==> src/design/mem_settings.svh <==
`ifndef MEM_SETTINGS_SVH
`define MEM_SETTINGS_SVH

`default_nettype none

// ram depth in 32-bit words
`define MEM_WORDS 1024
`define MEM_BYTES (`MEM_WORDS * 4)

// core clock in MHz, also the mtime prescale
`define CLK_MHZ 27

// address map
`define RAM_BASE   32'h0000_0000
`define TIMER_BASE 32'h4000_0000

`default_nettype wire

`endif

==> src/design/mem_pkg.sv <==
`default_nettype none

package mem_pkg;

    typedef logic [31:0] word_t;
    typedef logic [31:0] addr_t;
    typedef logic [3:0]  strb_t;
    typedef logic [63:0] dword_t;

    typedef enum logic [1:0] {
        SIZE_BYTE = 2'd0,
        SIZE_HALF = 2'd1,
        SIZE_WORD = 2'd2
    } access_size_e;

    // which requester an issued memory request belongs to
    typedef enum logic {
        SRC_INSTR = 1'b0,
        SRC_DATA  = 1'b1
    } mem_src_e;

    // byte lanes touched by an access at offset zero
    function automatic strb_t size_mask(access_size_e size);
        strb_t mask;
        case (size)
            SIZE_BYTE: mask = 4'b0001;
            SIZE_HALF: mask = 4'b0011;
            default:   mask = 4'b1111;
        endcase
        return mask;
    endfunction

endpackage

`default_nettype wire

==> src/design/mem_port_if.sv <==
`default_nettype none

interface mem_port_if
    import mem_pkg::*;
();

    logic  req_valid;
    logic  req_ready;
    addr_t req_addr;
    logic  req_wen;
    strb_t req_strb;
    word_t req_wdata;
    logic  resp_valid;
    word_t resp_rdata;

    modport requester (
        output req_valid, req_addr, req_wen, req_strb, req_wdata,
        input  req_ready, resp_valid, resp_rdata
    );

    modport memory (
        input  req_valid, req_addr, req_wen, req_strb, req_wdata,
        output req_ready, resp_valid, resp_rdata
    );

endinterface

`default_nettype wire

==> src/design/mem_cmd_ctrl.sv <==
`default_nettype none

module mem_cmd_ctrl
    import mem_pkg::*;
(
    input  logic          clkConstrained,
    input  logic          arst_n,
    input  logic          exit,
    input  logic          instr_req_valid,
    input  addr_t         instr_req_addr,
    output logic          instr_req_ready,
    output logic          instr_resp_valid,
    output word_t         instr_resp_data,
    mem_port_if.memory    split,
    mem_port_if.requester mem
);

    logic     exited;
    logic     fetch_block;
    logic     instr_want;
    logic     data_want;
    logic     prio_data;
    mem_src_e sel;
    logic     grant_instr;
    logic     grant_data;
    mem_src_e src_q;

    // sticky once the core has signalled exit
    always_ff @(posedge clkConstrained or negedge arst_n) begin
        if (!arst_n) begin
            exited <= 1'b0;
        end else if (exit) begin
            exited <= 1'b1;
        end
    end

    assign fetch_block = exited | exit;
    assign instr_want  = instr_req_valid & ~fetch_block;
    assign data_want   = split.req_valid;

    // data goes first when alone or when it holds the turn
    assign sel = (data_want && (!instr_want || prio_data)) ? SRC_DATA : SRC_INSTR;

    assign instr_req_ready = mem.req_ready & ~fetch_block & ~(data_want & prio_data);
    assign split.req_ready = mem.req_ready & ~(instr_want & ~prio_data);

    assign grant_instr = instr_want & instr_req_ready;
    assign grant_data  = data_want & split.req_ready;

    // forward the selected request in the same cycle
    assign mem.req_valid = instr_want | data_want;
    assign mem.req_addr  = (sel == SRC_DATA) ? split.req_addr : instr_req_addr;
    assign mem.req_wen   = (sel == SRC_DATA) & split.req_wen;
    assign mem.req_strb  = (sel == SRC_DATA) ? split.req_strb : 4'b1111;
    assign mem.req_wdata = split.req_wdata;

    always_ff @(posedge clkConstrained or negedge arst_n) begin
        if (!arst_n) begin
            prio_data <= 1'b0;
            src_q     <= SRC_INSTR;
        end else if (grant_instr || grant_data) begin
            src_q <= sel;
            // hand the turn to the loser under contention
            if (instr_want && data_want) begin
                prio_data <= (sel == SRC_INSTR);
            end
        end
    end

    // memory answers one cycle later, so the last tag names the owner
    assign instr_resp_valid = mem.resp_valid & (src_q == SRC_INSTR);
    assign instr_resp_data  = mem.resp_rdata;
    assign split.resp_valid = mem.resp_valid & (src_q == SRC_DATA);
    assign split.resp_rdata = mem.resp_rdata;

endmodule

`default_nettype wire

==> src/flat_wrapper.sv <==
// flat-port wrapper written by rule: the top's interface ports become plain ports
module mem_cmd_ctrl_flat import mem_pkg::*;
  (clkConstrained, arst_n, exit, instr_req_valid, instr_req_addr, instr_req_ready, instr_resp_valid, instr_resp_data, split_req_valid, split_req_addr, split_req_wen, split_req_strb, split_req_wdata, split_req_ready, split_resp_valid, split_resp_rdata, mem_req_valid, mem_req_addr, mem_req_wen, mem_req_strb, mem_req_wdata, mem_req_ready, mem_resp_valid, mem_resp_rdata);
  mem_port_if split_i ();
  mem_port_if mem_i ();
  input  logic clkConstrained;
  input  logic arst_n;
  input  logic exit;
  input  logic instr_req_valid;
  input  addr_t instr_req_addr;
  output logic instr_req_ready;
  output logic instr_resp_valid;
  output word_t instr_resp_data;
  input wire logic [$bits(split_i.req_valid)-1:0] split_req_valid;
  input wire logic [$bits(split_i.req_addr)-1:0] split_req_addr;
  input wire logic [$bits(split_i.req_wen)-1:0] split_req_wen;
  input wire logic [$bits(split_i.req_strb)-1:0] split_req_strb;
  input wire logic [$bits(split_i.req_wdata)-1:0] split_req_wdata;
  output wire logic [$bits(split_i.req_ready)-1:0] split_req_ready;
  output wire logic [$bits(split_i.resp_valid)-1:0] split_resp_valid;
  output wire logic [$bits(split_i.resp_rdata)-1:0] split_resp_rdata;
  output wire logic [$bits(mem_i.req_valid)-1:0] mem_req_valid;
  output wire logic [$bits(mem_i.req_addr)-1:0] mem_req_addr;
  output wire logic [$bits(mem_i.req_wen)-1:0] mem_req_wen;
  output wire logic [$bits(mem_i.req_strb)-1:0] mem_req_strb;
  output wire logic [$bits(mem_i.req_wdata)-1:0] mem_req_wdata;
  input wire logic [$bits(mem_i.req_ready)-1:0] mem_req_ready;
  input wire logic [$bits(mem_i.resp_valid)-1:0] mem_resp_valid;
  input wire logic [$bits(mem_i.resp_rdata)-1:0] mem_resp_rdata;
  assign split_i.req_valid = split_req_valid;
  assign split_i.req_addr = split_req_addr;
  assign split_i.req_wen = split_req_wen;
  assign split_i.req_strb = split_req_strb;
  assign split_i.req_wdata = split_req_wdata;
  assign split_req_ready = split_i.req_ready;
  assign split_resp_valid = split_i.resp_valid;
  assign split_resp_rdata = split_i.resp_rdata;
  assign mem_req_valid = mem_i.req_valid;
  assign mem_req_addr = mem_i.req_addr;
  assign mem_req_wen = mem_i.req_wen;
  assign mem_req_strb = mem_i.req_strb;
  assign mem_req_wdata = mem_i.req_wdata;
  assign mem_i.req_ready = mem_req_ready;
  assign mem_i.resp_valid = mem_resp_valid;
  assign mem_i.resp_rdata = mem_resp_rdata;
  mem_cmd_ctrl u_core (.clkConstrained(clkConstrained), .arst_n(arst_n), .exit(exit), .instr_req_valid(instr_req_valid), .instr_req_addr(instr_req_addr), .instr_req_ready(instr_req_ready), .instr_resp_valid(instr_resp_valid), .instr_resp_data(instr_resp_data), .split(split_i), .mem(mem_i));
endmodule
==> config.mk <==
export PLATFORM = sky130hd
export DESIGN_NAME = mem_cmd_ctrl_flat
export DESIGN_NICKNAME = d
export VERILOG_FILES = /design/src/design/mem_settings.svh /design/src/design/mem_pkg.sv /design/src/design/mem_port_if.sv /design/src/design/mem_cmd_ctrl.sv /design/src/flat_wrapper.sv
export SDC_FILE = /design/constraint.sdc
export NUM_CORES = 1
export LEC_CHECK = 0
export BUFFER_PORTS_ARGS = -buffer_cell sky130_fd_sc_hd__buf_2
export CAP_MARGIN = 30
export CORE_AREA = 5 5 104 106
export CTS_CLUSTER_DIAMETER = 40
export DETAILED_ROUTE_END_ITERATION = 7
export DIE_AREA = 0 0 109 111
export PLACE_DENSITY = 0.59
export SYNTH_ARGS = -nofsm -noshare
export SYNTH_HDL_FRONTEND = slang
export SYNTH_SLANG_ARGS = --single-unit
==> constraint.sdc <==
create_clock -name clkConstrained -period 5.3 [get_ports clkConstrained]
set_clock_uncertainty 0.15 [all_clocks]
set_input_delay 0.795 -clock clkConstrained [delete_from_list [all_inputs] [get_ports clkConstrained]]
set_output_delay 0.795 -clock clkConstrained [all_outputs]
set_load 0.02 [all_outputs]
==> run_results.csv <==
group,metric,value,unit
routing,wire_per_inst,11.8,um
synthesis,yosysSeqAreaShare,5.64,%
sta,fin_tns_setup,0,ps
status,status,"complete, no violations",
synthesis,synth_top_area_share,54.2,%
synthesis,ys_warn_count,0,
routing,firstDrtPassIters,4,
floorplan,placementRows,36,
placement,io_buffers,117,
routing,antenna_left,0,
clocking,cts_buffer_depth,2,
cells_and_area,nNetsFinal,318,
worst_setup_path,cp_data_required_time,4360,ps
worst_setup_path,end_kind,"output pin",
cells_and_area,area_growth,4.70,%
worst_setup_path,cp-start-kind,"primary input",
worst_setup_path,cp_max_fo,26,
clocking,ctsHoldBuffers,0,
cells_and_area,layout-drive-gt1-share,89.3,%
clocking,cts.sinks,3,
placement,dp_slack,1800,ps
sta,period_minus_slack,3450,ps
global_route,antenna_found_initial,0,
worst_setup_path,critPathTopFamily,"buffers and inverters",
synthesis,synth_fp_nets,294,
sta,fin_crit_sh,65.1,%
cells_and_area,layout_commonest_cell,"buf_2",
clocking,worstSkewPairLatency,220,ps
run,max_cap_viol_count,0,
clocking,cts_resized,0,
synthesis,syn_inst,154,
power_and_ir_drop,report.power.total,203,uW
sta,maxSlewViolCount,0,
routing,wl,3670,um
synthesis,synth.distinct_cells,21,
sta,setup_viol,0,
synthesis,ys_seq_elements,3,
cells_and_area,final_util,14.4,%
sta,hold_viol_final,0,
floorplan,core,0.00968,mm2
floorplan,die_area,0.0121,mm2
power_and_ir_drop,p_leak,0.704,nW
power_and_ir_drop,powerDensity,146,mW/mm2
global_route,grt_pass1_wl,5040,um
worst_setup_path,path_cells,"buf_2 > or3b_4 > o21ai_4 > buf_16 > mux2_2 > buf_2",
placement,placed_cell_area,0.00135,mm2
clocking,root_buffer,"clkbuf_8",
sta,rsz0062_at_grt,"false",
worst_setup_path,arrival,2510,ps
power_and_ir_drop,max-vdd-ir-drop,0.0421,mV
clocking,clkTransAtPathRegs,30,ps
global_route,grt_pass1_vias,1038,
worst_setup_path,max_stage_delay,440,ps
clocking,cts_setup_buffers,0,
routing,first_iter_violations,20,
cells_and_area,final_area,0.00139,mm2
global_route,grt_max_degree,27,
cells_and_area,diodes,0,
synthesis,synth_area_leaders,"buf_4 (54%), mux2_2 (26%), dfrtp_1 (5.6%)",
floorplan,die_width,109,um
floorplan,start_util,13.7,%
synthesis,synth_area,0.00133,mm2
clocking,cts_made_buffers,3,
floorplan,ios,278,
routing,vias_per_cell,3.27,
worst_setup_path,path_class,"primary input to output pin",
worst_setup_path,cp_common_cell,"buf_2",
sta,fmax,290,MHz
floorplan,die_h,111,um
synthesis,avgSynthCellArea,8.64,um2
clocking,cts-htree-levels,1,
sta,tightest_slew,517,ps
routing,vias,1013,
worst_setup_path,crit_slowest_cell,"o21ai_4",
global_route,track_usage,5.30,%
placement,gp_congestion,0.612,
synthesis,yosysTopAreaCell,"buf_4",
worst_setup_path,cp_num_buf_inv,3,
global_route,overflow,0,
placement,hpwl,3310,um
routing,drc_errors,0,
clocking,tritoncts,"done",
cells_and_area,mostFrequentLayoutCells,"buf_2 (117), mux2_2 (31), or2_2 (4)",
sta,fin_ws,1850,ps
sta,slew_headroom,65.4,%
worst_hold_path,hold_class,"primary input to async pin",
logic make-up (layout without fill, tap and decap cells):
logic type	Yosys count	after routing	synth area share (%)
buffers and inverters	101	124	57.9
multiplexers	32	32	27.1
AND/OR/NAND/NOR	14	14	6.30
AO/OA/AOI/OAI	3	3	2.45
flip-flops	3	3	5.64
XOR/XNOR	1	1	0.659
final timing paths:
path / to / startpoint / slack [ps] / cells after the start
min: u_core.src_q$_DFFE_PN0P_ / arst_n / 220 / 1
max: mem_req_addr[26] / instr_req_valid / 1850 / 6
max in group asynchronous: u_core.exited$_DFFE_PN0P_ / arst_n / 4680 / 1
max reg2reg: u_core.src_q$_DFFE_PN0P_ / u_core.exited$_DFFE_PN0P_ / 3810 / 3
min in group clkConstrained: u_core.exited$_DFFE_PN0P_ / u_core.exited$_DFFE_PN0P_ / 350 / 2
min reg2reg: u_core.exited$_DFFE_PN0P_ / u_core.exited$_DFFE_PN0P_ / 350 / 2
where the power goes:
group	switching, mW	total, mW	internal, mW
logic	0.0568	0.113	0.0559
clock network	0.0149	0.0661	0.0513
registers	0.000848	0.0244	0.0236
total	0.0725	0.203	0.131
Yosys cell counts (all sizes together):
cell type and n:
nor2 2, o21a 1, a22o 1, xnor2 1, and3 1, or2 4, nand3 1, nand2 1
mux2 32, and2 1, nand4 1, buf 99, inv 2, nand2b 1, dfrtp 3, nor2b 1
or3b 1, o21ai 1
flip-flops by register name (all words and copies together), names as in the netlist:
signal,count
u_core.prio_data,1
u_core.src_q,1
u_core.exited,1
routing by layer:
| metal | wire length [um] | track usage (%) | vias to the layer above |
|---|---|---|---|
| li1 | - | - | 449 |
| met1 | 1120 | 4.45 | 434 |
| met2 | 1730 | 9.46 | 95 |
| met3 | 646 | 2.50 | 35 |
| met4 | 172 | 3.79 | 0 |
| met5 | 0 | 0 | - |
worst reg2reg max path, delay by kind of cell, from the launching register on:
kind / cells / cell delay, ps
AOI/OAI and AO/OA: 2 / 430
and+or+nand+nor: 1 / 420
DFF: 1 / 370
cell type report:
class / instances / area (um2)
flip-flops and latches: 3 / 75.1
repair buffers: 118 / 613
inverters: 2 / 7.51
clock buffers: 4 / 45.0
well taps: 133 / 166
multi-input cells: 50 / 485
fillers: 1091 / 8290
per-stage QoR:
stage	hold WS, ps	instances
4_1_cts	214	310
6_report	216	310
3_3_place_gp	340	305
5_1_grt	215	310
3_5_place_dp	351	306
2_1_floorplan	309	154
No activity file was read; power rests on OpenSTA's default activity.
