<file path="config.mk">
export PLATFORM = sky130hd
export DESIGN_NAME = time_counter
export DESIGN_NICKNAME = d
export VERILOG_FILES = /design/src/design/mem_pkg.sv /design/src/design/time_counter.sv
export VERILOG_INCLUDE_DIRS = /design/src /design/src/design
export SDC_FILE = /design/constraint.sdc
export NUM_CORES = 1
export LEC_CHECK = 0
export BUFFER_PORTS_ARGS = -buffer_cell sky130_fd_sc_hd__buf_4
export CORE_MARGIN = 2
export CORE_UTILIZATION = 50
export CTS_BUF_LIST = sky130_fd_sc_hd__clkbuf_2
export DETAILED_ROUTE_END_ITERATION = 8
export GPL_TIMING_DRIVEN = 0
export PLACE_DENSITY = 0.77
export SLEW_MARGIN = 20
export SYNTH_ARGS = -nofsm -noshare
export SYNTH_HDL_FRONTEND = slang
export SYNTH_SLANG_ARGS = --single-unit
</file>
<file path="constraint.sdc">
create_clock -name clkConstrained -period 2.65 [get_ports clkConstrained]
set_input_delay 0.53 -clock clkConstrained [delete_from_list [all_inputs] [get_ports clkConstrained]]
set_output_delay 0.53 -clock clkConstrained [all_outputs]
set_load 0.05 [all_outputs]
</file>
<file path="src/design/mem_settings.svh">
`ifndef MEM_SETTINGS_SVH
`define MEM_SETTINGS_SVH

`default_nettype none

// ram depth in 32-bit words
`define MEM_WORDS 1024
`define MEM_BYTES (`MEM_WORDS * 4)

// core clock in MHz, also the mtime prescale
`define CLK_MHZ 27

// address map
`define RAM_BASE   32'h0000_0000
`define TIMER_BASE 32'h4000_0000

`default_nettype wire

`endif

</file>
<file path="src/design/mem_pkg.sv">
`default_nettype none

package mem_pkg;

    typedef logic [31:0] word_t;
    typedef logic [31:0] addr_t;
    typedef logic [3:0]  strb_t;
    typedef logic [63:0] dword_t;

    typedef enum logic [1:0] {
        SIZE_BYTE = 2'd0,
        SIZE_HALF = 2'd1,
        SIZE_WORD = 2'd2
    } access_size_e;

    // which requester an issued memory request belongs to
    typedef enum logic {
        SRC_INSTR = 1'b0,
        SRC_DATA  = 1'b1
    } mem_src_e;

    // byte lanes touched by an access at offset zero
    function automatic strb_t size_mask(access_size_e size);
        strb_t mask;
        case (size)
            SIZE_BYTE: mask = 4'b0001;
            SIZE_HALF: mask = 4'b0011;
            default:   mask = 4'b1111;
        endcase
        return mask;
    endfunction

endpackage

`default_nettype wire

</file>
<file path="src/design/time_counter.sv">
`include "mem_settings.svh"
`default_nettype none

module time_counter
    import mem_pkg::*;
(
    input  logic   clkConstrained,
    input  logic   arst_n,
    input  logic   cmp_wen,
    input  logic   cmp_hi,
    input  word_t  cmp_wdata,
    output dword_t cycle,
    output dword_t mtime,
    output dword_t mtimecmp,
    output logic   timer_irq
);

    localparam logic [15:0] PRESC_MAX = 16'(`CLK_MHZ - 1);

    logic [15:0] presc;

    always_ff @(posedge clkConstrained or negedge arst_n) begin
        if (!arst_n) begin
            cycle    <= '0;
            mtime    <= '0;
            presc    <= '0;
            mtimecmp <= '1;
        end else begin
            cycle <= cycle + 64'd1;
            // one mtime tick per microsecond
            if (presc == PRESC_MAX) begin
                presc <= '0;
                mtime <= mtime + 64'd1;
            end else begin
                presc <= presc + 16'd1;
            end
            if (cmp_wen && cmp_hi) begin
                mtimecmp[63:32] <= cmp_wdata;
            end else if (cmp_wen) begin
                mtimecmp[31:0] <= cmp_wdata;
            end
        end
    end

    assign timer_irq = mtime >= mtimecmp;

endmodule

`default_nettype wire

</file>
==> results of run 1 <==
## synthesized netlist by cell type (2+ instances only)
library cell,n,area (sq um)
dfrtp_1,144,3603
xnor2_1,106,928.4
nand2_1,98,367.9
inv_1,73,274.0
ha_1,68,850.8
dfstp_2,64,1682
nand3_1,57,285.3
nand4_1,52,325.3
nor2_1,40,150.1
o21ai_0,36,180.2
mux2_2,34,382.9
xor2_1,33,289.0
and3_1,28,175.2
a21oi_1,22,110.1
and4_1,19,166.4
a21o_1,11,82.58
clkbuf_1,10,37.54
nor3_1,9,45.04
and2_1,7,43.79
nor4_1,6,37.54
buf_1,4,15.01
buf_2,4,20.02
nor2b_1,3,18.77
a221o_1,2,20.02
a221oi_1,2,17.52
buf_4,2,15.01
buf_6,2,22.52
clkbuf_2,2,10.01
nand2b_1,2,12.51
nor2_2,2,12.51
o211ai_1,2,15.01
o41ai_1,2,17.52
or3_1,2,12.51
## registers in the layout, indices dropped and copies added, names as in the netlist
signal / flops
mtimecmp: 64
mtime: 64
presc: 16
cycle: 64
## metal layers
| metal | track usage | up-vias | share of wire |
|---|---|---|---|
| li1 | - | 3997 | - |
| met1 | 0.3240 | 4006 | 0.41 |
| met2 | 0.4163 | 278 | 0.49 |
| met3 | 0.05988 | 57 | 0.070 |
| met4 | 0.09667 | 0 | 0.028 |
| met5 | 0 | - | 0 |
## worst max path at each step
stage / slack, ns / end / cells past startpoint / start
detailed placement: -0.42 / timer_irq / 9 / mtimecmp[13]$_DFFE_PN1P_
floorplan: -0.37 / timer_irq / 8 / mtimecmp[49]$_DFFE_PN1P_
global placement: -0.46 / timer_irq / 9 / mtimecmp[5]$_DFFE_PN1P_
finish: -1.12 / timer_irq / 9 / mtimecmp[15]$_DFFE_PN1P_
global route: -1.29 / timer_irq / 9 / mtimecmp[50]$_DFFE_PN1P_
CTS: -1.20 / timer_irq / 9 / mtimecmp[49]$_DFFE_PN1P_
## metrics by stage
stage	util	TNS [ns]	total power, mW	setup WS, ns
after detailed placement	0.6166	-0.4183	4.834	-0.4183
after global routing	0.6689	-1.522	7.643	-1.291
after CTS	0.6643	-1.196	7.339	-1.196
after floorplan	-	-0.3651	4.366	-0.3651
final	0.6689	-1.124	7.282	-1.124
after global placement	0.6135	-57.49	4.796	-0.4568
## layout make-up
type,instances,share of cell area
Clock inverter,12,0.007188
Buffer,24,0.008846
Tap cell,270,0.02488
Multi-Input combinational cell,654,0.3584
Clock buffer,90,0.03317
Inverter,73,0.02018
Timing Repair Buffer,268,0.1578
Antenna cell,2,0.0003686
Sequential cell,208,0.3892
## timing repair
item / CTS / global route
gates resized for setup: 12 / 10
setup buffers: 3 / 2
endpoints found under the setup margin: 1 / 4
pin swaps: 7 / 11
hold buffers: 33 / 0
hold endpoints to repair: 124 / 0
## logic make-up (layout without fill, tap and decap cells)
kind of cell / after synthesis / in the layout / synth area share
AND/OR/NAND/NOR: 333 / 333 / 0.1697
flip-flops: 208 / 208 / 0.5105
XOR/XNOR: 139 / 139 / 0.1176
buffers and inverters: 97 / 467 / 0.03807
AO/OA/AOI/OAI: 80 / 80 / 0.04508
adder cells (fa/ha/maj): 68 / 68 / 0.08218
multiplexers: 34 / 34 / 0.03698
other: 0 / 2 / 0
## power groups by stage
stage / Sequential [mW] / Combinational [mW] / Clock (mW)
after floorplan: 4.06 / 0.306 / 0
after CTS: 3.52 / 1.33 / 2.49
after detailed placement: 3.58 / 1.26 / 0
final: 3.52 / 1.35 / 2.41
after global placement: 3.57 / 1.23 / 0
after global routing: 3.54 / 1.44 / 2.67
## cell usage in the layout (no fill, tap or decap), types with 3 or more instances in the layout
master         netlist  routed
a21o_1              11      11
nor2b_1              3       3
and2_1               7       7
buf_1                4       4
nor4_1               6       4
dlygate4sd3_1        0      33
and4_1              19      19
dfrtp_1            144     144
o21ai_1              0       3
nor2_1              40      39
inv_1               73      66
nand2_1             98      98
and3_1              28      27
clkbuf_1            10      10
ha_4                 0       9
xnor2_1            106     106
inv_2                0       7
mux2_2              34      34
nand4_1             52      52
nor3_1               9       9
nand3_1             57      57
buf_2                4       4
buf_4                2     234
clkbuf_2             2      92
a21oi_1             22      22
nor2_2               2       3
ha_1                68      59
clkinv_1             0      10
dfstp_2             64      64
xor2_1              33      33
o21ai_0             36      33
## worst register-to-register path, stage by stage (launching register included)
cell and delay, ns:
dfrtp_1 0.42, inv_1 0.07, ha_1 0.13, and4bb_2 0.22, and4_1 0.16, buf_4 0.14
nand4_1 0.38, nor3b_2 0.60, nand4_1 0.18, xnor2_1 0.16
==> results by group, run 1 <==
Outcome
  • Outcome: finished with violations
  • Failing checks: negative setup slack

Drt
  • WL final: 27450 microns
  • TritonRoute pass-1 iters: 5
  • Starting DRT DRC Count: 363
  • Avg WL per Cell: 17.15 microns
  • Via Count: 8338
  • Routed vias/inst: 5.208
  • Post-route antenna net violation count: 0
  • Post-route DRC: 0

Die
  • Die area: 0.02187 sq mm
  • Chip Height: 147.9 microns
  • Initial core utilization: 0.5100
  • IO Count: 229
  • Cell row count: 52
  • Core footprint: 0.02030 sq mm
  • Die W: 147.9 microns

Place
  • Placed insts: 1459
  • GPL Wtd Cong: 0.8773
  • Area post-placement: 0.01252 sq mm
  • Detail Placement HPWL: 19950 microns
  • Port bufs: 228

Critical path
  • CP Capture Type: output port
  • Worst R2R Setup Slack: 0.09 ns
  • Setup Crit Path Kind: flip-flop to output port
  • Reg2reg path depth: 9
  • Worst endpoint data arrival time: 3.24 ns
  • Crit path cell chain: inv_2 > ha_4 > nand4_1 > nor2_2 > a221o_1 > o31a_1 > o41ai_4 > o211ai_1 > buf_4
  • R2R Path End: mtime[60]$_DFFE_PN0N_
  • Critical Path RT: 2.12 ns
  • Slowest CP cell: dfstp_2
  • Max incr delay on CP: 0.56 ns
  • Crit path buf inv count: 2
  • Critical Path Fanout Max: 3
  • CP delay by family, top: compound AO/OA/AOI/OAI gates
  • Worst Setup Start Kind: flip-flop
  • Worst r2r src: presc[0]$_DFF_PN0_

Clock network
  • CTS tree: yes
  • Clock slew at reported path FFs: 0.12 ns
  • CTS Buf Count: 54
  • CTS H-tree depth: 2
  • Clock sinks: 208
  • Clk buf depth: 3
  • Worst skew pair latency: 0.82 ns
  • Root buffer cell: clkbuf_2

Yosys
  • Yosys reg bits: 208
  • Post-synth EDFFs: 0
  • Avg Cell Area, Syn: 10.80 sq um
  • Yosys warns: 0
  • Asr flop ratio synth: 1.000
  • Top_reg_cell synth: dfrtp_1
  • Syn_nets: 1063
  • Synth Instances: 959
  • Syn Std Cell Area: 0.01035 sq mm
  • Post-synthesis sequential area ratio: 0.5105
  • Synth cell types: 44

Timing
  • Final setup violating endpoints: 1
  • Final number of hold-violating endpoints: 0
  • Worst setup margin: -1.124 ns
  • Fin. max-slew vios: 0
  • Worst-Margin Slew: 0.7688 ns
  • Post-route clock period utilization: 1.424
  • Setup Skew: 0.07026 ns
  • Tmin final: 3.774 ns
  • Peak Freq: 265.0 MHz
  • Unrepaired setup endpoints after global routing: true
  • Rel. slew slack: 0.4828
  • Minimum hold slack: 0.2260 ns

Finish
  • Nets@finish: 1387
  • Fillers: 1624
  • Layout Cells excl Fill: 1601
  • Multi-input gate area: 0.004866 sq mm
  • Share of cells above drive strength 1: 0.3521
  • Layout area overhead: 31.14%
  • Design area: 0.01358 sq mm
  • Reg area: 0.005285 sq mm

Power and ir drop
  • Switching share of power: 0.3228
  • P_sw: 2.351 mW
  • Logic pwr share: 0.185
  • Seq pwr share: 0.484
  • Peak VDD IR: 0.0003926 V
  • Leakage: 6.813 nW
  • Internal power: 4.932 mW
  • PD cells: 536.3 mW/mm^2
  • Clock power share: 0.331

Hold path
  • Hold Path End: mtimecmp[32]$_DFFE_PN1P_
  • Hold Path Stages: 3
  • Hold crit path type: input port to flip-flop
  • HP Start: cmp_hi

Global route
  • Largest net degree at the start of global routing: 89
  • GRT Util Overall: 0.2520
  • First-pass GRT wire length: 43840 microns
  • Initial antenna violation count: 2
  • Number of global-route vias before repair: 8420
  • Remaining Overflow, GRT: 0

Flow run
  • Max-Cap Viols: 0
No activity file was read; power rests on OpenSTA's default activity.
==> inputs of run 2 (changes only) <==
--- a/config.mk
+++ b/config.mk
@@ -7,6 +7,7 @@
 export NUM_CORES = 1
 export LEC_CHECK = 0
 export BUFFER_PORTS_ARGS = -buffer_cell sky130_fd_sc_hd__buf_4
+export CORE_ASPECT_RATIO = 1.2
 export CORE_MARGIN = 2
 export CORE_UTILIZATION = 50
 export CTS_BUF_LIST = sky130_fd_sc_hd__clkbuf_2
==> results by group, run 2 (synthesized netlist as in run 1, its figures left out) <==
Drt
  • WL final: 27440 microns (about the same)
  • Avg WL per Cell: 17.20 microns (+0.32%)
  • Via Count: 8454 (+1.4%)
  • Starting DRT DRC Count: 433 (+19%)
  • Post-route antenna net violation count: 0 (unchanged)
  • TritonRoute pass-1 iters: 5 (unchanged)
  • Routed vias/inst: 5.300 (+1.8%)
  • Post-route DRC: 0 (unchanged)

Finish
  • Share of cells above drive strength 1: 0.3634 (+0.01129)
  • Most frequent cells in the layout: buf_4 (239), dfrtp_1 (144), xnor2_1 (106)
  • Nets@finish: 1391 (+0.29%)
  • Most common cell after layout, fill and taps aside: buf_4
  • Fillers: 1613 (-0.68%)
  • Design area: 0.01362 sq mm (+0.29%)
  • Reg area: 0.005285 sq mm (unchanged)
  • Largest regs: cycle: 64 flops, mtime: 64 flops, mtimecmp: 64 flops
  • Layout area overhead: 31.52%
  • Multi-input gate area: 0.004922 sq mm (+1.2%)
  • Layout Utilization: 0.6723 (+0.003402)

Die
  • Die W: 135.4 microns (-8.5%)
  • Chip Height: 161.6 microns (+9.3%)
  • Cell row count: 57 (+9.6%)
  • IO Count: 229 (unchanged)
  • Core footprint: 0.02025 sq mm (-0.22%)
  • Initial core utilization: 0.5112 (+0.001134)
  • Die area: 0.02188 sq mm (about the same)

Place
  • Area post-placement: 0.01251 sq mm (about the same)
  • Detail Placement HPWL: 20260 microns (+1.6%)
  • Port bufs: 228 (unchanged)
  • Post-Place Worst Slack: -0.4475 ns (-0.02921 ns)
  • GPL Wtd Cong: 0.8910 (+1.6%)

Clock network
  • Clock sinks: 208 (unchanged)
  • CTS tree: yes
  • CTS Buf Count: 53 (-1.9%)
  • Worst skew pair latency: 0.79 ns (-0.03 ns)
  • Clk buf depth: 3 (unchanged)
  • Root buffer cell: clkbuf_2
  • CTS H-tree depth: 2 (unchanged)
  • Clock slew at reported path FFs: 0.12 ns (about the same)

Timing
  • Tmin final: 3.720 ns (-0.05345 ns)
  • Rel. slew slack: 0.5085 (+0.02573)
  • Final setup violating endpoints: 1 (unchanged)
  • Fin Setup TNS: -1.070 ns (+0.05345 ns)
  • Worst-Margin Slew: 0.7372 ns (-0.03151 ns)
  • Worst setup margin: -1.070 ns (+0.05345 ns)
  • Fin. max-slew vios: 0 (unchanged)
  • Setup Skew: 0.04272 ns (-0.02754 ns)
  • Peak Freq: 268.8 MHz (+1.4%)
  • Unrepaired setup endpoints after global routing: true
  • Final number of hold-violating endpoints: 0 (unchanged)
  • Post-route clock period utilization: 1.404 (-0.02017)

Critical path
  • Worst r2r src: presc[0]$_DFF_PN0_
  • Crit path cell chain: inv_2 > ha_4 > and3_4 > a221o_1 > a221oi_2 > o21ai_2 > a221oi_2 > o211ai_1 > buf_4
  • Max incr delay on CP: 0.57 ns (about the same)
  • Critical Path Fanout Max: 2 (-1)
  • Worst Setup Start Kind: flip-flop
  • Critical Path RT: 2.12 ns (about the same)
  • Worst endpoint data arrival time: 3.19 ns (-0.05 ns)
  • Most frequent CP cell: a221oi_2
  • CP Launch Point: mtimecmp[50]$_DFFE_PN1P_
  • Worst R2R Setup Slack: 0.07 ns (-0.02 ns)
  • Setup Crit Path Kind: flip-flop to output port
  • CP Capture Type: output port
  • Slowest CP cell: dfstp_2
  • Crit path buf inv count: 2 (unchanged)
  • CP delay by family, top: compound AO/OA/AOI/OAI gates

Power and ir drop
  • PD cells: 524.7 mW/mm^2 (-2.2%)
  • Design Power: 7.145 mW (-1.9%)
  • Peak VDD IR: 0.0002864 V (-27%)
  • Leakage: 6.817 nW (about the same)

Global route
  • Initial antenna violation count: 1 (-1)
  • Remaining Overflow, GRT: 0 (unchanged)
  • Largest net degree at the start of global routing: 100 (+12%)
  • Number of global-route vias before repair: 8520 (+1.2%)
  • First-pass GRT wire length: 43750 microns (-0.19%)
  • GRT Util Overall: 0.2530 (+0.0009853)

Hold path
  • Hold crit path type: input port to asynchronous set/reset pin

Flow run
  • Max-Cap Viols: 0 (unchanged)

Outcome
  • Failing checks: negative setup slack
  • Outcome: finished with violations
[run 2: what timing repair did]
action | 4_1_cts | 5_1_grt
setup buffers | 10 | 0
resized for setup | 31 | 3
hold buffers | 33 | 0
endpoints found under the hold margin | 114 | 0
pin swaps | 18 | 5
setup endpoints to repair | 1 | 5
[run 2: worst reg2reg max path, cell delays in order (launching register included)]
cell	delay, ns
dfrtp_1	0.42
inv_1	0.07
ha_1	0.14
and4bb_2	0.23
and4_1	0.17
buf_4	0.14
nand4_1	0.36
nor3b_2	0.58
nand3_1	0.17
xnor2_1	0.16
[run 2: layer usage]
metal	share of wire	track usage	vias up	wire [microns]
met4	0.044	0.1174	0	1203
met2	0.50	0.4289	276	13710
li1	-	-	4002	-
met1	0.40	0.3066	4099	10860
met5	0	0	-	0
met3	0.061	0.05650	77	1668
[run 2: path summary, 6_finish.rpt]
kind / endpoint / cells past startpoint
max: timer_irq / 9
min: mtime[5]$_DFFE_PN0N_ / 2
max reg2reg: mtime[62]$_DFFE_PN0N_ / 9
min reg2reg: cycle[63]$_DFF_PN0_ / 1
max in group asynchronous: mtimecmp[52]$_DFFE_PN1P_ / 4
min in group clkConstrained: mtimecmp[31]$_DFFE_PN1P_ / 5
[run 2: layout make-up]
| class | instances | area share |
|---|---|---|
| flip-flops and latches | 208 | 0.3881 |
| plain buffers | 24 | 0.008821 |
| repair buffers | 273 | 0.1601 |
| multi-input cells | 654 | 0.3615 |
| inverters | 73 | 0.02012 |
| diodes | 1 | 0.0001838 |
| clock inverters | 11 | 0.005238 |
| well taps | 265 | 0.02435 |
| clock buffers | 86 | 0.03161 |
[run 2: stage by stage]
stage                     std cells  hold WS [ns]
after detailed placement       1454        0.4612
final                          1595        0.2159
after CTS                      1594        0.1425
after floorplan                 959        0.2344
after global placement         1452        0.4614
after global routing           1595        0.1689
[run 2: where the power goes]
group	leakage [nW]	switching (mW)	internal, mW	total, mW
logic	3.77	0.918	0.461	1.38
registers	2.65	0.105	3.41	3.52
clock network	0.394	1.30	0.945	2.25
