$ cat src/design/mem_settings.svh
`ifndef MEM_SETTINGS_SVH
`define MEM_SETTINGS_SVH

`default_nettype none

// ram depth in 32-bit words
`define MEM_WORDS 1024
`define MEM_BYTES (`MEM_WORDS * 4)

// core clock in MHz, also the mtime prescale
`define CLK_MHZ 27

// address map
`define RAM_BASE   32'h0000_0000
`define TIMER_BASE 32'h4000_0000

`default_nettype wire

`endif

$ cat src/design/mem_pkg.sv
`default_nettype none

package mem_pkg;

    typedef logic [31:0] word_t;
    typedef logic [31:0] addr_t;
    typedef logic [3:0]  strb_t;
    typedef logic [63:0] dword_t;

    typedef enum logic [1:0] {
        SIZE_BYTE = 2'd0,
        SIZE_HALF = 2'd1,
        SIZE_WORD = 2'd2
    } access_size_e;

    // which requester an issued memory request belongs to
    typedef enum logic {
        SRC_INSTR = 1'b0,
        SRC_DATA  = 1'b1
    } mem_src_e;

    // byte lanes touched by an access at offset zero
    function automatic strb_t size_mask(access_size_e size);
        strb_t mask;
        case (size)
            SIZE_BYTE: mask = 4'b0001;
            SIZE_HALF: mask = 4'b0011;
            default:   mask = 4'b1111;
        endcase
        return mask;
    endfunction

endpackage

`default_nettype wire

$ cat src/design/mem_port_if.sv
`default_nettype none

interface mem_port_if
    import mem_pkg::*;
();

    logic  req_valid;
    logic  req_ready;
    addr_t req_addr;
    logic  req_wen;
    strb_t req_strb;
    word_t req_wdata;
    logic  resp_valid;
    word_t resp_rdata;

    modport requester (
        output req_valid, req_addr, req_wen, req_strb, req_wdata,
        input  req_ready, resp_valid, resp_rdata
    );

    modport memory (
        input  req_valid, req_addr, req_wen, req_strb, req_wdata,
        output req_ready, resp_valid, resp_rdata
    );

endinterface

`default_nettype wire

$ cat src/design/unaligned_access.sv
`default_nettype none

module unaligned_access
    import mem_pkg::*;
(
    input  logic          clkConstrained,
    input  logic          arst_n,
    input  logic          req_valid,
    input  addr_t         req_addr,
    input  logic          req_wen,
    input  access_size_e  req_size,
    input  word_t         req_wdata,
    output logic          req_ready,
    output logic          resp_valid,
    output word_t         resp_rdata,
    mem_port_if.requester split
);

    typedef enum logic [1:0] {
        ST_IDLE,
        ST_SECOND,
        ST_WAIT
    } state_e;

    state_e       state;
    logic [1:0]   offset;
    logic [7:0]   lane_mask;
    logic [63:0]  lane_wdata;
    logic         crossing;
    addr_t        word_addr;
    logic         issue;
    logic [1:0]   pend_cnt;
    logic [1:0]   off_q;
    access_size_e size_q;
    word_t        hold_q;
    logic         have_first;
    logic [63:0]  merged;
    logic [63:0]  merged_sh;

    // lanes over two words, upper half is the next word
    assign offset     = req_addr[1:0];
    assign lane_mask  = {4'b0000, size_mask(req_size)} << offset;
    assign lane_wdata = {32'h0, req_wdata} << {offset, 3'b000};
    assign crossing   = |lane_mask[7:4];
    assign word_addr  = {req_addr[31:2], 2'b00};

    always_comb begin
        split.req_addr  = word_addr;
        split.req_wen   = req_wen;
        split.req_strb  = lane_mask[3:0];
        split.req_wdata = lane_wdata[31:0];
        split.req_valid = 1'b0;
        req_ready       = 1'b0;
        case (state)
            ST_IDLE: begin
                // let older responses drain so the two halves pair up
                split.req_valid = req_valid && (!crossing || pend_cnt == 2'd0);
                req_ready       = split.req_ready && !crossing;
            end
            ST_SECOND: begin
                split.req_addr  = word_addr + 32'd4;
                split.req_strb  = lane_mask[7:4];
                split.req_wdata = lane_wdata[63:32];
                split.req_valid = 1'b1;
                req_ready       = split.req_ready;
            end
            default: begin
                req_ready = 1'b0;
            end
        endcase
    end

    assign issue = split.req_valid & split.req_ready;

    always_ff @(posedge clkConstrained or negedge arst_n) begin
        if (!arst_n) begin
            state      <= ST_IDLE;
            pend_cnt   <= 2'd0;
            have_first <= 1'b0;
        end else begin
            pend_cnt <= pend_cnt + {1'b0, issue} - {1'b0, split.resp_valid};
            case (state)
                ST_IDLE: begin
                    if (issue && crossing) begin
                        state <= ST_SECOND;
                    end
                end
                ST_SECOND: begin
                    if (issue) begin
                        state <= ST_WAIT;
                    end
                end
                ST_WAIT: begin
                    if (have_first && split.resp_valid) begin
                        state <= ST_IDLE;
                    end
                end
                default: state <= ST_IDLE;
            endcase
            // first half sets it, second half clears it
            if (split.resp_valid && state != ST_IDLE) begin
                have_first <= !have_first;
            end
        end
    end

    always_ff @(posedge clkConstrained) begin
        if (issue && state == ST_IDLE) begin
            off_q  <= offset;
            size_q <= req_size;
        end
        if (split.resp_valid && state != ST_IDLE && !have_first) begin
            hold_q <= split.resp_rdata;
        end
    end

    assign merged    = (state == ST_WAIT) ? {split.resp_rdata, hold_q}
                                          : {32'h0, split.resp_rdata};
    assign merged_sh = merged >> {off_q, 3'b000};

    // right aligned, zero extended
    always_comb begin
        case (size_q)
            SIZE_BYTE: resp_rdata = {24'h0, merged_sh[7:0]};
            SIZE_HALF: resp_rdata = {16'h0, merged_sh[15:0]};
            default:   resp_rdata = merged_sh[31:0];
        endcase
    end

    assign resp_valid = split.resp_valid
                        && (state == ST_IDLE || (state == ST_WAIT && have_first));

endmodule

`default_nettype wire

$ cat src/flat_wrapper.sv
// flat-port wrapper written by rule: the top's interface ports become plain ports
module unaligned_access_flat import mem_pkg::*;
  (clkConstrained, arst_n, req_valid, req_addr, req_wen, req_size, req_wdata, req_ready, resp_valid, resp_rdata, split_req_valid, split_req_addr, split_req_wen, split_req_strb, split_req_wdata, split_req_ready, split_resp_valid, split_resp_rdata);
  mem_port_if split_i ();
  input  logic clkConstrained;
  input  logic arst_n;
  input  logic req_valid;
  input  addr_t req_addr;
  input  logic req_wen;
  input  access_size_e req_size;
  input  word_t req_wdata;
  output logic req_ready;
  output logic resp_valid;
  output word_t resp_rdata;
  output wire logic [$bits(split_i.req_valid)-1:0] split_req_valid;
  output wire logic [$bits(split_i.req_addr)-1:0] split_req_addr;
  output wire logic [$bits(split_i.req_wen)-1:0] split_req_wen;
  output wire logic [$bits(split_i.req_strb)-1:0] split_req_strb;
  output wire logic [$bits(split_i.req_wdata)-1:0] split_req_wdata;
  input wire logic [$bits(split_i.req_ready)-1:0] split_req_ready;
  input wire logic [$bits(split_i.resp_valid)-1:0] split_resp_valid;
  input wire logic [$bits(split_i.resp_rdata)-1:0] split_resp_rdata;
  assign split_req_valid = split_i.req_valid;
  assign split_req_addr = split_i.req_addr;
  assign split_req_wen = split_i.req_wen;
  assign split_req_strb = split_i.req_strb;
  assign split_req_wdata = split_i.req_wdata;
  assign split_i.req_ready = split_req_ready;
  assign split_i.resp_valid = split_resp_valid;
  assign split_i.resp_rdata = split_resp_rdata;
  unaligned_access u_core (.clkConstrained(clkConstrained), .arst_n(arst_n), .req_valid(req_valid), .req_addr(req_addr), .req_wen(req_wen), .req_size(req_size), .req_wdata(req_wdata), .req_ready(req_ready), .resp_valid(resp_valid), .resp_rdata(resp_rdata), .split(split_i));
endmodule
$ cat config.mk
export PLATFORM = sky130hd
export DESIGN_NAME = unaligned_access_flat
export DESIGN_NICKNAME = d
export VERILOG_FILES = /design/src/design/mem_settings.svh /design/src/design/mem_pkg.sv /design/src/design/mem_port_if.sv /design/src/design/unaligned_access.sv /design/src/flat_wrapper.sv
export SDC_FILE = /design/constraint.sdc
export NUM_CORES = 1
export LEC_CHECK = 0
export BUFFER_PORTS_ARGS = -buffer_cell sky130_fd_sc_hd__buf_2
export CAP_MARGIN = 10
export CORE_ASPECT_RATIO = 0.7
export CORE_MARGIN = 2
export CORE_UTILIZATION = 43
export DETAILED_ROUTE_END_ITERATION = 12
export PLACE_DENSITY_LB_ADDON = 0.15
export SLEW_MARGIN = 15
export SYNTH_ARGS = -nofsm -noshare
export SYNTH_HDL_FRONTEND = slang
export SYNTH_SLANG_ARGS = --single-unit
$ cat constraint.sdc
create_clock -name clkConstrained -period 2.4 [get_ports clkConstrained]
set_input_delay 0.12 -clock clkConstrained [delete_from_list [all_inputs] [get_ports clkConstrained]]
set_output_delay 0.12 -clock clkConstrained [all_outputs]
set_load 0.1 [all_outputs]
==> run metrics, run 1 <==
slowest CP cell mux4_2; Hold Path Origin split_resp_rdata[29]; Yosys reg bits 41; CP max stage delay between 0.5 and 0.6 ns; Clock Latency Late Sink 0.29 ns; Worst path top cell family by delay multiplexers; CP endpoint kind primary output; Worst Tran Pin Value between 0.6 and 0.7 ns; core area 9800 um2; cell mode on critical path buf_12; DRT iter0 DRCs 238; clock-pin slew on the worst setup and hold paths 0.06 ns; hold path depth 1; relative slew slack 58.7%; Layout area overhead 65.8%; Worst Hold Endpoint u_core.hold_q[29]; nets between 700 and 800; crit path kind reg -> out; RSZ-0062 raised after global routing yes; Total GRT Usage 25.0%; TritonCTS buffer count 5; wire length per cell 18.5 um; static leakage 3.12 nW; setup_tns 0 ns; Tmin final approximately 2.3 ns; routability cong. 0.834; synthesized area about 4400 um2; RR Startpoint u_core.state[1]; number of antenna violations at the first check in global routing 0; Tcrit/Tclk final 97.6%; asr flop ratio synth between 10 and 15%; placed cells between 700 and 800; Initial Utilization about 45%; vias in the first global route between 4000 and 5000; IO buf count 203; Die H about 88 um; DP Worst Slack between 0.2 and 0.25 ns; Max Buffers Root-to-Sink 2; Antenna Violating Nets Remaining 0; global-route wire length before repair around 22000 um; Avg Cell Area, Syn 9.92 um2; DRC violations left 0; Worst Path Required 2.28 ns; cells after synthesis 442; fin cells 773; Max-cap violations 0; CTS Root Cell clkbuf_16; Post-synth EDFFs 36; Final setup viols 0; commonest non-fill, non-tap cell in the layout buf_2; register area 1210 um2; global route overflow 0; drt first pass iters 4; CTS sink count 41; die footprint 11000 um2; startpoint types flop; Vias 4564; DP Wirelength 10900 um; Synth area leaders edfxtp_1 25%, mux4_2 15%, mux2i_1 9.8%; Max rail drop VDD 0.747 mV; most frequent cells in the layout 112 x buf_2, 72 x buf_12, 43 x mux2i_1, 40 x nand2_1, 36 x edfxtp_1; synth warn 0; I/O pins about 210; power density cells 909 nW/um2; Die Width 125 um; Final WS setup 0.0565 ns; CTS tree yes; Slew Limit Fails 0; ys flop type edfxtp_1; Worst R2R End u_core.pend_cnt[1]; sequential area share after synthesis about 28%; largest net degree at the start of global routing 47; Fillers 677; H-tree levels 2; clock skew 0.00482 ns; Multi-input gate area ~3300 um2; cell count along the critical path 6; worst min-delay path class in -> reg; WL final 14300 um; cells along the critical path nor2b_4 -> buf_12 -> mux4_2 -> nor2b_1 -> o21a_1 -> buf_12; Hold Vio Cnt, Final 0; Synth top area share 24.7%; R2R setup slack 0.44 ns; share of post-route cells with drive strength above 1 53.3%; Critical path buffers and inverters 2; site row count 30; Antenna diodes 0; crit-path max FO 16; worst r2r path cells 9; via/cell ratio 5.90; worst path arrival time about 2.2 ns; outcome finished clean; fin util 74.2%; Synth area leader edfxtp_1; total power between 6 and 7 mW; Yosys cell types 50; maximum clock rate 0.427 GHz
-- cell type report --
cell class | count | area share [%]
multi-input combinational | 360 | 46.0
timing repair buffer | 229 | 32.9
sequential | 41 | 16.6
tap | 128 | 2.20
clock buffer | 5 | 1.72
inverter | 7 | 0.362
clock inverter | 3 | 0.241
-- power breakdown --
group	switching (mW)	leakage, nW	internal (mW)
combinational	3.25	2.67	1.71
clock	0.273	0.0712	0.381
sequential	0.0813	0.387	0.907
-- registers in the layout (all words and copies together), names as in the netlist --
signal	count
u_core.hold_q	32
u_core.off_q	2
u_core.pend_cnt	2
u_core.size_q	2
u_core.state	2
u_core.have_first	1
-- timing repair --
action	4_1_cts	5_1_grt
setup buffers	0	5
pin swaps	0	1
resized for setup	11	29
hold buffers	1	0
hold endpoints to repair	5	0
cloned	1	0
setup endpoints to repair	17	51
-- per-stage QoR --
| stage | hold slack [ns] | cell area [um2] |
|---|---|---|
| floorplan | -0.176 | 4780 |
| global placement | -0.0495 | 6950 |
| detailed placement | -0.0444 | 6950 |
| CTS | 0.0414 | 7160 |
| global route | 0.0432 | 7270 |
| finish | 0.0459 | 7270 |
-- Yosys cell counts, types with 2 or more instances --
| cell type | number |
|---|---|
| edfxtp_1 | 36 |
| inv_1 | 6 |
| nor2_1 | 28 |
| a21oi_1 | 4 |
| o22ai_1 | 24 |
| buf_6 | 3 |
| mux2i_1 | 43 |
| buf_2 | 12 |
| buf_1 | 2 |
| nor3b_1 | 2 |
| a22oi_1 | 5 |
| nor3_2 | 4 |
| o21ai_0 | 11 |
| nand3_1 | 30 |
| nor4_2 | 2 |
| nand2b_1 | 4 |
| mux4_2 | 29 |
| nand4_1 | 8 |
| buf_8 | 3 |
| ha_1 | 3 |
| xor2_1 | 5 |
| nand2_1 | 41 |
| nor2b_1 | 15 |
| nor3_1 | 8 |
| buf_4 | 5 |
| clkbuf_1 | 10 |
| o211a_1 | 10 |
| dfrtp_1 | 5 |
| mux2_2 | 8 |
| xnor2_1 | 27 |
| and3_1 | 15 |
| o21a_1 | 16 |
-- metal layers --
metal | global-route usage [%] | vias up | share of wire, %
met4 | 5.92 | 0 | 1.6
met1 | 32.0 | 2263 | 42
met5 | 0 | - | 0
met3 | 4.66 | 23 | 5.3
met2 | 44.9 | 179 | 51
li1 | - | 2099 | -
-- cells by family (layout without fill, tap and decap cells) --
logic type               Yosys count  count (layout)  synth area share [%]
other                              1               2                0.0856
adder cells (fa/ha/maj)            3               3                 0.857
flip-flops                        41              41                  27.5
buffers and inverters             42             244                  5.65
XOR/XNOR                          32              32                  6.39
AO/OA/AOI/OAI                     75              75                  12.0
multiplexers                      80              80                  26.8
AND/OR/NAND/NOR                  168             168                  20.7
-- worst max-delay path by stage --
stage	startpoint	endpoint	slack, ns
finish	u_core.state[1]	resp_rdata[19]	0.06
global route	u_core.state[1]	resp_rdata[21]	-0.07
CTS	u_core.off_q[0]	resp_rdata[30]	0.002
detailed placement	u_core.state[1]	resp_rdata[2]	0.22
global placement	u_core.state[1]	resp_rdata[1]	0.31
floorplan	u_core.state[1]	split_req_wdata[19]	-0.43
No activity file was read; power rests on OpenSTA's default activity.
==> inputs of run 2 (changes only) <==
--- a/config.mk
+++ b/config.mk
@@ -7,9 +7,11 @@
 export LEC_CHECK = 0
 export BUFFER_PORTS_ARGS = -buffer_cell sky130_fd_sc_hd__buf_2
 export CAP_MARGIN = 10
+export CELL_PAD_IN_SITES_DETAIL_PLACEMENT = 0
+export CELL_PAD_IN_SITES_GLOBAL_PLACEMENT = 1
 export CORE_ASPECT_RATIO = 0.7
 export CORE_MARGIN = 2
-export CORE_UTILIZATION = 43
+export CORE_UTILIZATION = 32
 export DETAILED_ROUTE_END_ITERATION = 12
 export PLACE_DENSITY_LB_ADDON = 0.15
 export SLEW_MARGIN = 15
==> run metrics, run 2 (synthesis results as in run 1) <==
Max-cap violations 0 (unchanged); TritonCTS buffer count 5 (unchanged); startpoint types flop (unchanged); clock skew 0.0112 ns (was 0.00482 ns); Die H 102 um (was 88.5 um); Tcrit/Tclk final 97.2% (was 97.6%); DRC violations left 0 (unchanged); maximum clock rate 0.429 GHz (was 0.427 GHz); H-tree levels 2 (unchanged); clock-pin slew on the worst setup and hold paths 0.06 ns (about the same); sequential share of power 14.5% (was 15.0%); number of antenna violations at the first check in global routing 1 (was 0); share of post-route cells with drive strength above 1 54.1% (was 53.3%); Tmin final 2.33 ns (was 2.34 ns); Die Width 144 um (was 125 um); outcome finished clean (unchanged); CP endpoint kind primary output (unchanged); internal cell power 3.12 mW (was 3.00 mW); Initial Utilization 33.0% (was 44.7%); vias in the first global route 4344 (was 4526); Worst Path Required 2.28 ns (about the same); relative slew slack 36.3% (was 58.7%); IO buf count 203 (unchanged); Total GRT Usage 19.2% (was 25.0%); crit path kind reg -> out (unchanged); worst min-delay path class in -> reg (unchanged); wire length per cell 17.5 um (was 18.5 um); worst r2r path cells 10 (was 9); Layout area overhead 72.1% (was 65.8%); CTS tree yes (unchanged); WL final 14700 um (was 14300 um); power density cells 897 nW/um2 (was 909 nW/um2); Top reg by flops u_core.hold_q (unchanged); Largest register FFs 32 (unchanged); fin util 56.9% (was 74.2%); most frequent cells in the layout 111 x buf_2, 79 x buf_12, 43 x mux2i_1, 40 x nand2_1, 36 x edfxtp_1 (was 112 x buf_2, 72 x buf_12, 43 x mux2i_1, 40 x nand2_1, 36 x edfxtp_1); commonest non-fill, non-tap cell in the layout buf_2 (unchanged); global route overflow 0 (unchanged); Max Buffers Root-to-Sink 2 (unchanged); Antenna Violating Nets Remaining 0 (unchanged); register area 1210 um2 (about the same); I/O pins 208 (unchanged); Worst Tran Pin Value 0.954 ns (was 0.620 ns); Worst Hold Endpoint u_core.hold_q[30] (was u_core.hold_q[29]); Combinational Power Share 75.7% (was 75.1%); Fillers 1156 (was 677); setup_tns 0 ns (unchanged); DP Wirelength 11200 um (was 10900 um); total power 6.76 mW (was 6.60 mW); Worst R2R End u_core.pend_cnt[1] (unchanged); Switching Share 53.9% (was 54.6%); die footprint 14700 um2 (was 11000 um2); site row count 35 (was 30); via/cell ratio 5.32 (was 5.90); hold path depth 1 (unchanged); DRT iter0 DRCs 166 (was 238); static leakage 3.21 nW (was 3.12 nW); worst path arrival time 2.21 ns (was 2.22 ns); CTS sink count 41 (unchanged); R2R setup slack 0.33 ns (was 0.44 ns); global-route wire length before repair 22500 um (about the same); switching pwr 3.64 mW (was 3.61 mW); nets 762 (was 751); Vias 4480 (was 4564); core area 13300 um2 (was 9800 um2); Slew Limit Fails 0 (unchanged); drt first pass iters 4 (unchanged); Final setup viols 0 (unchanged); routability cong. 0.864 (was 0.834); crit-path max FO 7 (was 16); CTS Root Cell clkbuf_16 (unchanged); Multi-input gate area 3360 um2 (was 3340 um2); RR Startpoint u_core.state[1] (unchanged); Clock Latency Late Sink 0.29 ns (about the same); Critical path origin u_core.state[0] (was u_core.state[1]); largest net degree at the start of global routing 34 (was 47); Clk pwr share 9.8% (was 9.9%); Max rail drop VDD 0.593 mV (was 0.747 mV); Hold Vio Cnt, Final 0 (unchanged); Hold Path Origin split_resp_rdata[30] (was split_resp_rdata[29])
==> run 2: critical path, stage by stage (launching register included) <==
cell      delay, ns
dfrtp_2        0.45
nor2b_4        0.18
buf_6          0.14
buf_12         0.13
mux4_2         0.50
mux2_2         0.27
clkbuf_4       0.28
==> run 2: through the flow <==
stage,instance area [um2],setup slack [ns],hold slack (ns),std cells
after global placement,7100,0.272,-0.0600,816
after floorplan,4780,-0.427,-0.176,443
final,7540,0.0668,0.0532,842
after CTS,7270,0.000868,0.0501,825
after detailed placement,7100,0.211,-0.0600,816
after global routing,7540,-0.00845,0.0484,842
==> run 2: power groups by stage <==
stage                     Clock [mW]  Combinational, mW  Sequential (mW)
after floorplan                    0               3.56            0.968
after global placement             0               4.74             1.01
final                          0.662               5.12            0.984
after detailed placement           0               4.77             1.01
after global routing           0.713               5.33            0.996
after CTS                      0.680               4.82             1.00
==> run 2: timing repair <==
action                                 in CTS  in global routing
endpoints found under the hold margin       5                  0
hold buffers                                1                  0
setup endpoints to repair                  34                 50
resized for setup                          11                 27
buffers inserted                            0                 14
gates cloned                                0                  2
pin swaps                                   1                  3
==> run 2: area by class of cell <==
type / instances / area share (%)
Inverter: 7 / 0.348
Clock inverter: 1 / 0.116
Sequential cell: 41 / 16.0
Tap cell: 185 / 3.07
Antenna cell: 1 / 0.0332
Multi-Input combinational cell: 360 / 44.5
Clock buffer: 7 / 1.76
Timing Repair Buffer: 240 / 34.2
==> run 2: how the worst max path moves through the flow <==
| stage | endpoint | depth (start not counted) |
|---|---|---|
| 3_5_place_dp | resp_rdata[5] | 5 |
| 6_report | resp_rdata[2] | 6 |
| 4_1_cts | resp_rdata[14] | 6 |
| 2_1_floorplan | split_req_wdata[19] | 6 |
| 5_1_grt | resp_rdata[18] | 7 |
| 3_3_place_gp | resp_rdata[5] | 5 |
==> run 2: metal layers <==
metal / vias up / wire length [um] / global-route usage (%)
met3: 13 / 780 / 3.70
met1: 2210 / 6620 / 26.5
met5: - / 0 / 0
met4: 0 / 187 / 3.24
li1: 2115 / - / -
met2: 142 / 7130 / 32.1
==> inputs of run 3 (changes only) <==
--- a/config.mk
+++ b/config.mk
@@ -5,13 +5,14 @@
 export SDC_FILE = /design/constraint.sdc
 export NUM_CORES = 1
 export LEC_CHECK = 0
+export ABC_AREA = 1
 export BUFFER_PORTS_ARGS = -buffer_cell sky130_fd_sc_hd__buf_2
-export CAP_MARGIN = 10
+export CAP_MARGIN = 20
 export CELL_PAD_IN_SITES_DETAIL_PLACEMENT = 0
 export CELL_PAD_IN_SITES_GLOBAL_PLACEMENT = 1
 export CORE_ASPECT_RATIO = 0.7
 export CORE_MARGIN = 2
-export CORE_UTILIZATION = 32
+export CORE_UTILIZATION = 29
 export DETAILED_ROUTE_END_ITERATION = 12
 export PLACE_DENSITY_LB_ADDON = 0.15
 export SLEW_MARGIN = 15
==> run metrics, run 3 <==
power density cells 1090 nW/um2 (was 897 nW/um2); Clock Latency Late Sink 0.28 ns (was 0.29 ns); RSZ-0062 raised after global routing no; most frequent cells in the layout 272 x nand2_1, 124 x buf_2, 72 x buf_12, 69 x inv_1, 69 x o21ai_0 (was 111 x buf_2, 79 x buf_12, 43 x mux2i_1, 40 x nand2_1, 36 x edfxtp_1); Top reg by flops u_core.hold_q (unchanged); placed cells 1144 (was 816); CTS sink count 41 (unchanged); worst min-delay path class in -> reg (unchanged); worst path arrival time 2.11 ns (was 2.21 ns); drt first pass iters 7 (was 4); CTS tree yes (unchanged); total power 8.04 mW (was 6.76 mW); CP endpoint kind primary output (unchanged); number of antenna violations at the first check in global routing 0 (was 1); fin util 47.9% (was 56.9%); clock skew 0.00228 ns (was 0.0112 ns); Tmin final 2.23 ns (was 2.33 ns); Synth top area share 23.6% (was 24.7%); WL final 17200 um (was 14700 um); Antenna diodes 0 (was 1); synthesized area 4580 um2 (was 4380 um2); via/cell ratio 4.83 (was 5.32); Max Buffers Root-to-Sink 2 (unchanged); Worst Tran Pin Value 0.775 ns (was 0.954 ns); maximum clock rate 0.448 GHz (was 0.429 GHz); cells along the critical path inv_2 -> nand2_4 -> buf_4 -> nand2_2 -> buf_4 -> o21ai_1 -> buf_2 (was nor2b_4 -> buf_6 -> buf_12 -> mux4_2 -> mux2_2 -> clkbuf_4); Layout area overhead 61.5% (was 72.1%); DP Wirelength 13700 um (was 11200 um); Vias 5578 (was 4480); DP Area 7160 um2 (was 7100 um2); crit path kind reg -> out (unchanged); synth cell count leaders 272 x nand2_1, 79 x o21ai_0, 75 x nor2_1 (was 43 x mux2i_1, 41 x nand2_1, 36 x edfxtp_1); post-route cell area 7400 um2 (was 7540 um2); global-route wire length before repair 26800 um (was 22500 um); Tcrit/Tclk final 93.0% (was 97.2%); wire length per cell 14.9 um (was 17.5 um); I/O pins 208 (unchanged); synth warn 0 (unchanged); Largest register FFs 32 (unchanged); cells after synthesis 762 (was 442); DRT iter0 DRCs 377 (was 166); Synth area leaders edfxtp_1 24%, nand2_1 22%, o21ai_0 8.6% (was edfxtp_1 25%, mux4_2 15%, mux2i_1 9.8%); Max-cap violations 0 (unchanged); commonest non-fill, non-tap cell in the layout nand2_1 (was buf_2); Yosys reg bits 41 (unchanged); routability cong. 0.886 (was 0.864); Antenna Violating Nets Remaining 0 (unchanged); static leakage 3.39 nW (was 3.21 nW); sequential area share after synthesis 26.3% (was 27.5%); IO buf count 203 (unchanged); Avg Cell Area, Syn 6.01 um2 (was 9.92 um2); fin cells 1156 (was 842); Synth area leader edfxtp_1 (unchanged); ys flop type edfxtp_1 (unchanged); Fillers 1584 (was 1156); crit-path max FO 17 (was 7); site row count 38 (was 35); share of post-route cells with drive strength above 1 32.4% (was 54.1%); global route overflow 0 (unchanged); Total GRT Usage 20.0% (was 19.2%); Worst Path Required 2.28 ns (about the same); cell mode on critical path buf_4; CP max stage delay 0.45 ns (was 0.50 ns); count leader, synth nand2_1 (was mux2i_1); DRC violations left 0 (unchanged); Max rail drop VDD 0.511 mV (was 0.593 mV); H-tree levels 2 (unchanged); die footprint 16800 um2 (was 14700 um2); Final Hold Slack 0.0265 ns (was 0.0532 ns); Hold Vio Cnt, Final 0 (unchanged); Die H 109 um (was 102 um); relative slew slack 48.3% (was 36.3%); Final setup viols 0 (unchanged); Worst path top cell family by delay buffers and inverters (was multiplexers); slowest CP cell buf_2 (was mux4_2); largest net degree at the start of global routing 49 (was 34); startpoint types flop (unchanged); clock-pin slew on the worst setup and hold paths 0.06 ns (about the same); core area 15500 um2 (was 13300 um2); Initial Utilization 29.7% (was 33.0%); Post-synth EDFFs 36 (unchanged); TritonCTS buffer count 5 (unchanged); asr flop ratio synth 12.2% (unchanged); Yosys cell types 38 (was 50); Critical path buffers and inverters 4 (was 3); vias in the first global route 5127 (was 4344); nets 1062 (was 762); outcome finished clean (unchanged); Slew Limit Fails 0 (unchanged); Die Width 154 um (was 144 um); CTS Root Cell clkbuf_16 (unchanged)
-- run 3: cell types whose count changed after synthesis, sizes merged, moves of 15 or more --
cell,delta
a21oi,+29
and3,-15
inv,+66
mux2i,-42
mux4,-29
nand2,+235
nor2,+54
nor2b,-16
o21a,-15
o21ai,+70
xnor2,-17
-- run 3: cells by family (layout without fill, tap and decap cells) --
group | count (synthesis) | after routing | synth area share, %
compound gates | 163 | 163 | 20.1
xor+xnor | 20 | 20 | 3.82
fa+ha+maj | 3 | 3 | 0.819
buf+inv | 114 | 307 | 10.4
flops | 41 | 41 | 26.3
mux | 1 | 1 | 0.218
other cells | 1 | 2 | 0.0818
simple gates | 419 | 419 | 38.3
-- run 3: metrics by stage --
step / setup WS [ns] / setup TNS [ns]
finish: 0.169 / 0
global route: 0.0145 / 0
CTS: 0.00430 / 0
detailed placement: 0.275 / 0
global placement: 0.334 / 0
floorplan: -0.351 / -5.49
-- run 3: final timing paths --
kind	cells past startpoint	to	slack, ns	startpoint
min reg2reg	1	u_core.pend_cnt[0]	0.50	u_core.pend_cnt[0]
max in group asynchronous	2	u_core.state[0]	2.04	arst_n
max reg2reg	9	u_core.pend_cnt[1]	0.53	u_core.state[1]
max	7	split_req_strb[1]	0.17	u_core.state[1]
min	1	u_core.hold_q[12]	0.03	split_resp_rdata[12]
min in group asynchronous	2	u_core.pend_cnt[0]	0.21	arst_n
-- run 3: final cells by class --
type / count / area (um2) / area share [%]
clock buffers: 6 / 129 / 1.74
clock inverters: 2 / 33.8 / 0.456
inverters: 74 / 283 / 3.82
multi-input cells: 608 / 3220 / 43.4
flip-flops and latches: 41 / 1210 / 16.3
well taps: 200 / 250 / 3.38
repair buffers: 225 / 2280 / 30.8
-- run 3: power by group --
group	internal (mW)	leakage (nW)	switching [mW]
logic	1.82	2.92	4.47
clock network	0.488	0.0785	0.265
registers	0.927	0.387	0.0673
-- run 3: timing repair --
action                     in CTS  in global routing
setup endpoints to repair       6                 20
hold buffers                    1                  0
pin swaps                       0                  1
hold endpoints to repair        5                  0
gates cloned                    0                  0
setup buffers                   0                  3
resized for setup               6                 11
-- run 3: layer usage --
metal  vias up  global-route usage [%]  routed length, um
met5         -                       0                  0
met4         0                    3.51                146
met3         8                    4.77               1330
met2       199                    30.1               7250
met1      2474                    29.4               8440
li1       2897                       -                  -
